## src/spi_pkg.sv

```systemverilog
package spi_pkg;

  // frame layout, high byte is the register address
  localparam int frame_bits = 16;
  localparam int addr_bits = 8;
  localparam int data_bits = 8;

  // flops per pin before the edge detect stage
  localparam int sync_stages = 2;

  // bit counter saturates at frame_bits + 1
  // so one extra bit is enough to flag a long frame
  localparam int count_bits = $clog2(frame_bits + 2);

  // receiver states
  // rx_close lasts exactly one cycle and carries the strobe
  typedef enum logic [1:0] {
    rx_idle = 2'd0,
    rx_shift = 2'd1,
    rx_close = 2'd2
  } rx_state_t;

endpackage

```

## src/regmap_pkg.sv

```systemverilog
package regmap_pkg;

  // register addresses as sent in the frame high byte
  typedef enum logic [spi_pkg::addr_bits-1:0] {
    addr_led = 8'd7,
    addr_mux = 8'd8,
    addr_dac = 8'd9
  } reg_addr_t;

  // routed peripheral chip selects
  localparam int num_sel = 8;

  // status leds on the board
  localparam int num_led = 2;

  // dac control lines
  // bit order ldac, rst, uni_bip_a, uni_bip_b from bit 0 upward
  localparam int dac_ctrl_bits = 4;

  // register reset values
  // empty mask means no peripheral gets the bus
  localparam logic [num_sel-1:0] mux_reset = '0;
  localparam logic [num_led-1:0] led_reset = '0;
  localparam logic [dac_ctrl_bits-1:0] dac_reset = '0;

endpackage

```

## src/spi_frame_receiver.sv

```systemverilog
`timescale 1ns/1ps

module spi_frame_receiver (
  input  logic                          cs,
  input  logic                          reset,
  input  logic                          sclk,
  input  logic                          cs_n,
  input  logic                          mosi,
  input  logic                          special,
  output logic                          frame_valid,
  output logic                          frame_error,
  output logic [spi_pkg::addr_bits-1:0] frame_addr,
  output logic [spi_pkg::data_bits-1:0] frame_data,
  output logic                          pass_active
);

  import spi_pkg::*;

  // synchronizer chains, index 0 is closest to the pin
  logic [sync_stages-1:0] sclk_sync;
  logic [sync_stages-1:0] cs_n_sync;
  logic [sync_stages-1:0] mosi_sync;
  logic [sync_stages-1:0] special_sync;

  // edge detect stage
  logic sclk_dly;
  logic cs_n_dly;
  logic special_dly;

  // synchronized pin values seen by the fsm
  logic mosi_now;
  logic special_now;

  // edge strobes, one cycle each
  logic sclk_rise;
  logic cs_fall;
  logic cs_rise;

  rx_state_t state;
  logic [frame_bits-1:0] shift_q;
  logic [count_bits-1:0] bit_count;

  // pins are async to cs
  // idle levels on reset so no false cs edge appears
  always_ff @(posedge cs)
  begin
    if (reset)
    begin
      sclk_sync <= '0;
      cs_n_sync <= '1;
      mosi_sync <= '0;
      special_sync <= '0;
      sclk_dly <= 1'b0;
      cs_n_dly <= 1'b1;
      special_dly <= 1'b0;
    end
    else
    begin
      sclk_sync <= {sclk_sync[sync_stages-2:0], sclk};
      cs_n_sync <= {cs_n_sync[sync_stages-2:0], cs_n};
      mosi_sync <= {mosi_sync[sync_stages-2:0], mosi};
      special_sync <= {special_sync[sync_stages-2:0], special};
      sclk_dly <= sclk_sync[sync_stages-1];
      cs_n_dly <= cs_n_sync[sync_stages-1];
      special_dly <= special_sync[sync_stages-1];
    end
  end

  assign mosi_now = mosi_sync[sync_stages-1];
  assign special_now = special_sync[sync_stages-1];

  // mode 0 samples on the rising sclk edge
  assign sclk_rise = sclk_sync[sync_stages-1] & ~sclk_dly;
  assign cs_fall = ~cs_n_sync[sync_stages-1] & cs_n_dly;
  assign cs_rise = cs_n_sync[sync_stages-1] & ~cs_n_dly;

  // bus handed to a peripheral
  // three cycles behind the pin
  assign pass_active = ~cs_n_dly & special_dly;

  always_ff @(posedge cs)
  begin
    if (reset)
    begin
      state <= rx_idle;
      bit_count <= '0;
    end
    else
    begin
      case (state)
        rx_idle:
        begin
          // frame only for us when special is low at cs fall
          if (cs_fall && !special_now)
          begin
            state <= rx_shift;
            bit_count <= '0;
          end
        end
        rx_shift:
        begin
          if (sclk_rise && bit_count != count_bits'(frame_bits + 1))
          begin
            bit_count <= bit_count + 1'b1;
          end
          if (cs_rise)
          begin
            state <= rx_close;
          end
        end
        rx_close:
        begin
          // a very short cs high gap can start the next frame here
          if (cs_fall && !special_now)
          begin
            state <= rx_shift;
            bit_count <= '0;
          end
          else
          begin
            state <= rx_idle;
          end
        end
        default:
        begin
          state <= rx_idle;
        end
      endcase
    end
  end

  // msb first shifter, no reset needed on payload
  always_ff @(posedge cs)
  begin
    if (state == rx_shift && sclk_rise)
    begin
      shift_q <= {shift_q[frame_bits-2:0], mosi_now};
    end
  end

  // output hold regs
  // the shifter is free for the next frame after this
  always_ff @(posedge cs)
  begin
    if (state == rx_shift && cs_rise && bit_count == count_bits'(frame_bits))
    begin
      frame_addr <= shift_q[frame_bits-1 -: addr_bits];
      frame_data <= shift_q[data_bits-1:0];
    end
  end

  // strobes live only in rx_close
  assign frame_valid = (state == rx_close) && (bit_count == count_bits'(frame_bits));
  assign frame_error = (state == rx_close) && (bit_count != count_bits'(frame_bits));

  // a frame must not be written twice
  a_valid_single: assert property (@(posedge cs) disable iff (reset)
    frame_valid |=> !frame_valid);

  a_error_single: assert property (@(posedge cs) disable iff (reset)
    frame_error |=> !frame_error);

endmodule

```

## src/reg_bank.sv

```systemverilog
`timescale 1ns/1ps

module reg_bank (
  input  logic                                  cs,
  input  logic                                  reset,
  input  logic                                  frame_valid,
  input  logic                                  frame_error,
  input  logic [spi_pkg::addr_bits-1:0]         frame_addr,
  input  logic [spi_pkg::data_bits-1:0]         frame_data,
  input  logic                                  pass_active,
  output logic [regmap_pkg::num_sel-1:0]        sel_n,
  output logic [regmap_pkg::num_led-1:0]        led,
  output logic [regmap_pkg::dac_ctrl_bits-1:0]  dac_ctrl
);

  import regmap_pkg::*;

  // peripheral mask, bit set means that select follows the bus cs
  logic [num_sel-1:0] mux_q;

  // write only when the frame had exactly 16 bits
  logic write_en;

  assign write_en = frame_valid && !frame_error;

  // address decode
  // anything outside the map is dropped
  always_ff @(posedge cs)
  begin
    if (reset)
    begin
      mux_q <= mux_reset;
      led <= led_reset;
      dac_ctrl <= dac_reset;
    end
    else if (write_en)
    begin
      case (frame_addr)
        addr_mux:
        begin
          mux_q <= frame_data[num_sel-1:0];
        end
        addr_led:
        begin
          // only the low bits reach the pins
          led <= frame_data[num_led-1:0];
        end
        addr_dac:
        begin
          dac_ctrl <= frame_data[dac_ctrl_bits-1:0];
        end
        default:
        begin
          mux_q <= mux_q;
        end
      endcase
    end
  end

  // routed selects
  // active low, driven only while the bus is handed over
  always_ff @(posedge cs)
  begin
    if (reset)
    begin
      sel_n <= '1;
    end
    else
    begin
      sel_n <= ~(mux_q & {num_sel{pass_active}});
    end
  end

  // receiver hands over one strobe kind per frame
  a_strobe_excl: assert property (@(posedge cs) disable iff (reset)
    !(frame_valid && frame_error));

endmodule

```

## src/spi_ctrl_top.sv

```systemverilog
`timescale 1ns/1ps

module spi_ctrl_top (
  input  logic                           cs,
  input  logic                           reset,
  input  logic                           spi_sclk,
  input  logic                           spi_cs_n,
  input  logic                           spi_mosi,
  input  logic                           spi_special,
  output logic [regmap_pkg::num_sel-1:0] sel_n,
  output logic [regmap_pkg::num_led-1:0] led,
  output logic                           dac_ldac,
  output logic                           dac_rst,
  output logic                           dac_uni_bip_a,
  output logic                           dac_uni_bip_b
);

  import spi_pkg::*;
  import regmap_pkg::*;

  // receiver to register bank
  logic                 frame_valid;
  logic                 frame_error;
  logic [addr_bits-1:0] frame_addr;
  logic [data_bits-1:0] frame_data;
  logic                 pass_active;

  // dac register before the pin split
  logic [dac_ctrl_bits-1:0] dac_ctrl;

  spi_frame_receiver receiver_i (
    .cs          (cs),
    .reset       (reset),
    .sclk        (spi_sclk),
    .cs_n        (spi_cs_n),
    .mosi        (spi_mosi),
    .special     (spi_special),
    .frame_valid (frame_valid),
    .frame_error (frame_error),
    .frame_addr  (frame_addr),
    .frame_data  (frame_data),
    .pass_active (pass_active)
  );

  reg_bank reg_bank_i (
    .cs          (cs),
    .reset       (reset),
    .frame_valid (frame_valid),
    .frame_error (frame_error),
    .frame_addr  (frame_addr),
    .frame_data  (frame_data),
    .pass_active (pass_active),
    .sel_n       (sel_n),
    .led         (led),
    .dac_ctrl    (dac_ctrl)
  );

  // dac pins by bit position
  assign dac_ldac = dac_ctrl[0];
  assign dac_rst = dac_ctrl[1];
  assign dac_uni_bip_a = dac_ctrl[2];
  assign dac_uni_bip_b = dac_ctrl[3];

endmodule

```

## config.mk

```make
export PLATFORM = sky130hd
export DESIGN_NAME = spi_ctrl_top
export DESIGN_NICKNAME = d
export VERILOG_FILES = /design/src/spi_pkg.sv /design/src/regmap_pkg.sv /design/src/spi_frame_receiver.sv /design/src/reg_bank.sv /design/src/spi_ctrl_top.sv
export SDC_FILE = /design/constraint.sdc
export NUM_CORES = 1
export LEC_CHECK = 0
export CAP_MARGIN = 5
export CORE_MARGIN = 2
export CORE_UTILIZATION = 61
export CTS_CLUSTER_DIAMETER = 150
export CTS_CLUSTER_SIZE = 14
export DETAILED_ROUTE_END_ITERATION = 8
export DONT_BUFFER_PORTS = 1
export HOLD_SLACK_MARGIN = 0.12
export PLACE_DENSITY = 0.77
export SYNTH_ARGS = -nofsm -noshare
export SYNTH_HDL_FRONTEND = slang
export SYNTH_HIERARCHICAL = 1
export SYNTH_SLANG_ARGS = --single-unit
```

## constraint.sdc

```tcl
create_clock -name cs -period 2.4 [get_ports cs]
set_input_delay 0.24 -clock cs [delete_from_list [all_inputs] [get_ports cs]]
set_output_delay 0.24 -clock cs [all_outputs]
set_load 0.05 [all_outputs]
```

==> flow_results.org <==
** Run status
- The run finished with clean final reports.

** STA
- Sum of negative setup slack :: 0 ns
- Across the routed clock network, the largest skew measured is ~0.0056 ns.
- Final Slew Violations :: 0
- Fin crit share :: between 90% and 100%
- Slew at the pin closest to its max-slew limit :: 1.08 ns
- RSZ-0062 raised after global routing :: no
- Counting I/O delays and the setup requirement, the final critical path takes between 2 and 2.5 ns.
- Tightest slew margin relative to the limit :: 28.0%
- Timing would allow up to roughly 0.45 GHz.
- The count of final hold-check violations came to 0.
- Final hold analysis gives a worst-case slack of 0.200 ns.
- Setup violations remaining at the end of the flow were counted as 0.

** Power and ir drop
- Clock power share :: a little over two fifths
- Summing internal, switching and leakage power gives between 2 and 2.5 mW.
- Per report_power, the combinational group accounts for roughly 1.3% of the total.
- Sequential cells account for a little under three fifths of the total power.
- Sw Pwr :: ~440 µW
- Leakage power summed over all cells :: ~0.95 nW
- In this run switching power makes up about a fifth of total power.
- Internal power :: 1.88 mW
- Worst voltage drop across the vdd grid :: 0.635 mV
- Power density of the placed cells :: between 700 and 800 mW/mm²

** Synthesis
- Avg Cell Area, Syn :: approximately 13 µm²
- Sequential element share of the synthesized area :: around 68%
- Biggest area consumer among synthesized cells :: sky130_fd_sc_hd__edfxtp_1
- The synthesized netlist devotes 0% of its cell area to XOR and XNOR gates.
- Cell count after synthesis :: about 200
- After synthesis, the share of cell area in mux cells is under 10%.
- After synthesis the netlist holds a flip-flop and latch count of between 70 and 80.
- The number of nets in the synthesized netlist is 204.
- After Yosys synthesis, full adders, half adders and majority gates account for between 1 and 1.5% of the synthesized area.
- Warning count from the yosys run :: 6
- Post-Synth Simple-Gate Area :: around a fifth
- After synthesis, the netlist uses 36 different library cells.
- Combinational family with the most area after synthesis :: simple AND/OR/NAND/NOR gates
- Top-area cell type share of the netlist area :: a little under two fifths
- Post-synthesis cell area :: 0.00258 mm²
- Biggest area contributors in the synthesized netlist :: sky130_fd_sc_hd__edfxtp_1, sky130_fd_sc_hd__dfxtp_1, sky130_fd_sc_hd__nor2b_1
- Summing the areas of all compound-gate instances in the mapped netlist gives under 10% of the synthesized area.

** Placement
- Cell count after placement :: between 200 and 250
- Global placement routability congestion :: between 0.8 and 0.9
- Detail Placement HPWL :: 2.85 mm
- The count of buffers added on input and output ports is 0.

** Detailed routing
- DR DRC count :: 0
- The routed layout has roughly 1500 vias.
- After the first detailed-routing iteration, the DRC count stood at roughly 120.
- Total Routed Length :: roughly 4.3 mm
- The detail route stage leaves a number of antenna-violating nets equal to 0.
- Dividing the detail-routed via count by the number of cells gives about 6.
- After detailed routing, the average wire length per cell comes to between 15 and 20 µm.
- Number of detailed-route iterations in the first pass :: 4

** Clock network
- Cell chosen for the clock root :: sky130_fd_sc_hd__clkbuf_8
- Clk Latency, worst-skew pair :: 0.33 ns
- Clock tree synthesis inserted a total of 9 buffers.
- Maximum level of the CTS H-tree :: 3
- CTS sink count :: slightly above 70
- Clock-pin slew was measured on the worst setup and hold paths at 0.07 ns.
- No sink is reached through more buffers than the 2 on the longest clock path.
- Post-CTS repair changed the size of 0 cells.
- The number of hold buffers added after CTS was 5.
- Post-CTS setup-driven buffer insertion count :: 0
- TritonCTS built the clock tree.

** Floorplanning
- Core area :: 0.00403 mm²
- Die area :: roughly 0.0048 mm²
- For this configuration, the core starts out at a cell density of ~64%.
- The die is between 60 and 70 µm wide.
- The die is 69.1 µm tall.
- Row generation in the floorplan step produced 23 rows.
- Pin placement for this block handled 20 I/O pins.

** GRT
- Grt total ovfl :: 0
- The first global-routing pass estimated roughly 7.1 mm of wire.
- The initial antenna violation count was 0.
- Number of global-route vias before repair :: around 1500
- Entering global routing, the biggest net connects 34 pins.
- Global-route usage over all layers :: roughly a fifth

** Finish
- Fraction of final layout cells with drive strength greater than 1 :: 12.7%
- Summing all flip-flop and latch instances after layout gives between 0.0015 and 0.002 mm².
- The net count of the finished layout is ~220.
- Area taken by multi-input logic gates :: roughly 780 µm²
- The repair_antennas step left the layout with diodes totalling 0.
- For this run, the share of the core covered by cells in the final layout is 72.3%.
- After the flow finishes, the layout carries non-filler instances totaling ~260.
- Area added between synthesis and finish :: 12.7%
- Fill cells in the final layout number 260.

** Setup path
- Crit path arrival time :: 2.44 ns
- The startpoint identified for the worst register-to-register timing path is receiver_i/bit_count[4].
- Type of destination of the critical path :: flop
- Maximum fanout along the worst path :: 6
- STA classifies the critical path startpoint as a flop.
- STA puts the critical path data required time at 2.62 ns.
- Start point of the critical path :: receiver_i/bit_count[4]
- By startpoint and endpoint, the worst setup path is classified as flop to flop.

** Min path
- The path class of the tightest hold or removal check is input pin to flop.
- Min-delay src :: reset

** Run
- The tool flagged a number of max-cap violations equal to 0.
-- synth_stat cells --
cell type,number
sky130_fd_sc_hd__or3b_2,1
sky130_fd_sc_hd__or2_2,1
sky130_fd_sc_hd__nor2_1,4
sky130_fd_sc_hd__nor3b_1,3
sky130_fd_sc_hd__or4_1,1
sky130_fd_sc_hd__nor4b_2,1
sky130_fd_sc_hd__or4_4,1
sky130_fd_sc_hd__nand3_1,5
sky130_fd_sc_hd__buf_2,2
sky130_fd_sc_hd__or2_1,3
sky130_fd_sc_hd__or4bb_1,1
sky130_fd_sc_hd__o31ai_1,8
sky130_fd_sc_hd__o211ai_1,5
sky130_fd_sc_hd__edfxtp_1,32
sky130_fd_sc_hd__clkbuf_1,6
sky130_fd_sc_hd__mux2i_1,6
sky130_fd_sc_hd__a21oi_1,12
sky130_fd_sc_hd__nor4bb_2,1
sky130_fd_sc_hd__nand2_1,10
sky130_fd_sc_hd__a31oi_1,3
sky130_fd_sc_hd__nor2b_1,11
sky130_fd_sc_hd__or3b_1,1
sky130_fd_sc_hd__nor4b_1,1
sky130_fd_sc_hd__nand4b_1,1
sky130_fd_sc_hd__nand2b_1,9
sky130_fd_sc_hd__nor3_2,1
sky130_fd_sc_hd__or3_1,1
sky130_fd_sc_hd__inv_1,4
sky130_fd_sc_hd__nand3b_1,2
sky130_fd_sc_hd__nand4_1,9
sky130_fd_sc_hd__nand4bb_1,1
sky130_fd_sc_hd__nor4_4,1
sky130_fd_sc_hd__or4b_1,3
sky130_fd_sc_hd__dfxtp_1,40
sky130_fd_sc_hd__o21ai_0,1
sky130_fd_sc_hd__ha_1,3
-- worst paths after layout --
check,end,slack [ns],depth (start not counted)
max reg2reg,reg_bank_i/led[1],0.18,6
max,reg_bank_i/led[1],0.18,6
min reg2reg,reg_bank_i/sel_n[1],0.38,1
min,reg_bank_i/mux_q[0],0.20,2
-- flip-flops by register name, summed over array words and instances, names as in the netlist --
register,count
receiver_i/bit_count,5
receiver_i/cs_n_dly,1
receiver_i/cs_n_sync,2
receiver_i/frame_addr,8
receiver_i/frame_data,8
receiver_i/mosi_sync,2
receiver_i/sclk_dly,1
receiver_i/sclk_sync,2
receiver_i/shift_q,16
receiver_i/special_dly,1
receiver_i/special_sync,2
receiver_i/state,2
reg_bank_i/dac_ctrl,4
reg_bank_i/led,2
reg_bank_i/mux_q,8
reg_bank_i/sel_n,8
-- layer usage --
metal | track usage (%) | part of all wire (%) | vias to the layer above
li1 | - | - | 747
met1 | 24.9 | 46 | 735
met2 | 29.6 | 47 | 43
met3 | 8.19 | 6.0 | 6
met4 | 6.54 | 1.0 | 0
met5 | 0 | 0 | -
-- cell type report --
type	instances	share of cell area, %
tap	50	2.15
sequential	72	60.5
clock inverter	7	3.26
timing repair buffer	9	2.75
multi-input combinational	111	26.6
clock buffer	9	4.25
inverter	4	0.515
-- power by group through the flow --
| stage | combinational [mW] | clock, mW | sequential [mW] |
|---|---|---|---|
| 5_1_grt | 0.0326 | 1.09 | 1.29 |
| 4_1_cts | 0.0296 | 1.03 | 1.29 |
| 6_report | 0.0295 | 1.01 | 1.29 |
| 3_5_place_dp | 0.0158 | 0 | 1.31 |
| 2_1_floorplan | 0.0172 | 0 | 1.31 |
| 3_3_place_gp | 0.0148 | 0 | 1.31 |
-- cell families after synthesis --
family,count (synthesis)
muxes,6
DFF,72
and+or+nand+nor,73
buffers and inverters,12
AOI/OAI and AO/OA,29
adders and majority gates,3
-- cell usage in the layout (no fill, tap or decap), types with 4 or more instances in the layout --
cell                            instances
sky130_fd_sc_hd__nand3_1                5
sky130_fd_sc_hd__inv_1                  4
sky130_fd_sc_hd__a21oi_1               12
sky130_fd_sc_hd__mux2i_1                6
sky130_fd_sc_hd__buf_4                  4
sky130_fd_sc_hd__edfxtp_1              32
sky130_fd_sc_hd__o31ai_1                8
sky130_fd_sc_hd__nor2_1                 4
sky130_fd_sc_hd__dlygate4sd3_1          5
sky130_fd_sc_hd__nor2b_1               11
sky130_fd_sc_hd__dfxtp_1               40
sky130_fd_sc_hd__nand2_1               10
sky130_fd_sc_hd__nand2b_1               9
sky130_fd_sc_hd__nand4_1                9
sky130_fd_sc_hd__o211ai_1               5
sky130_fd_sc_hd__clkbuf_8               9
-- through the flow --
stage	setup slack, ns	cell area [µm²]
final	0.179	2910
after global routing	0.0484	2910
after CTS	0.190	2910
after detailed placement	0.229	2650
after global placement	0.283	2650
after floorplan	0.384	2580
-- worst max-delay path: stages, from the launching register on --
cell and delay, ns:
sky130_fd_sc_hd__dfxtp_1 0.40, sky130_fd_sc_hd__nor3b_1 0.29, sky130_fd_sc_hd__nand2_1 0.12, sky130_fd_sc_hd__nor2_1 0.13, sky130_fd_sc_hd__or4b_1 0.48, sky130_fd_sc_hd__or4_4 0.55, sky130_fd_sc_hd__mux2i_1 0.14
(Power assumes the default switching activity.)
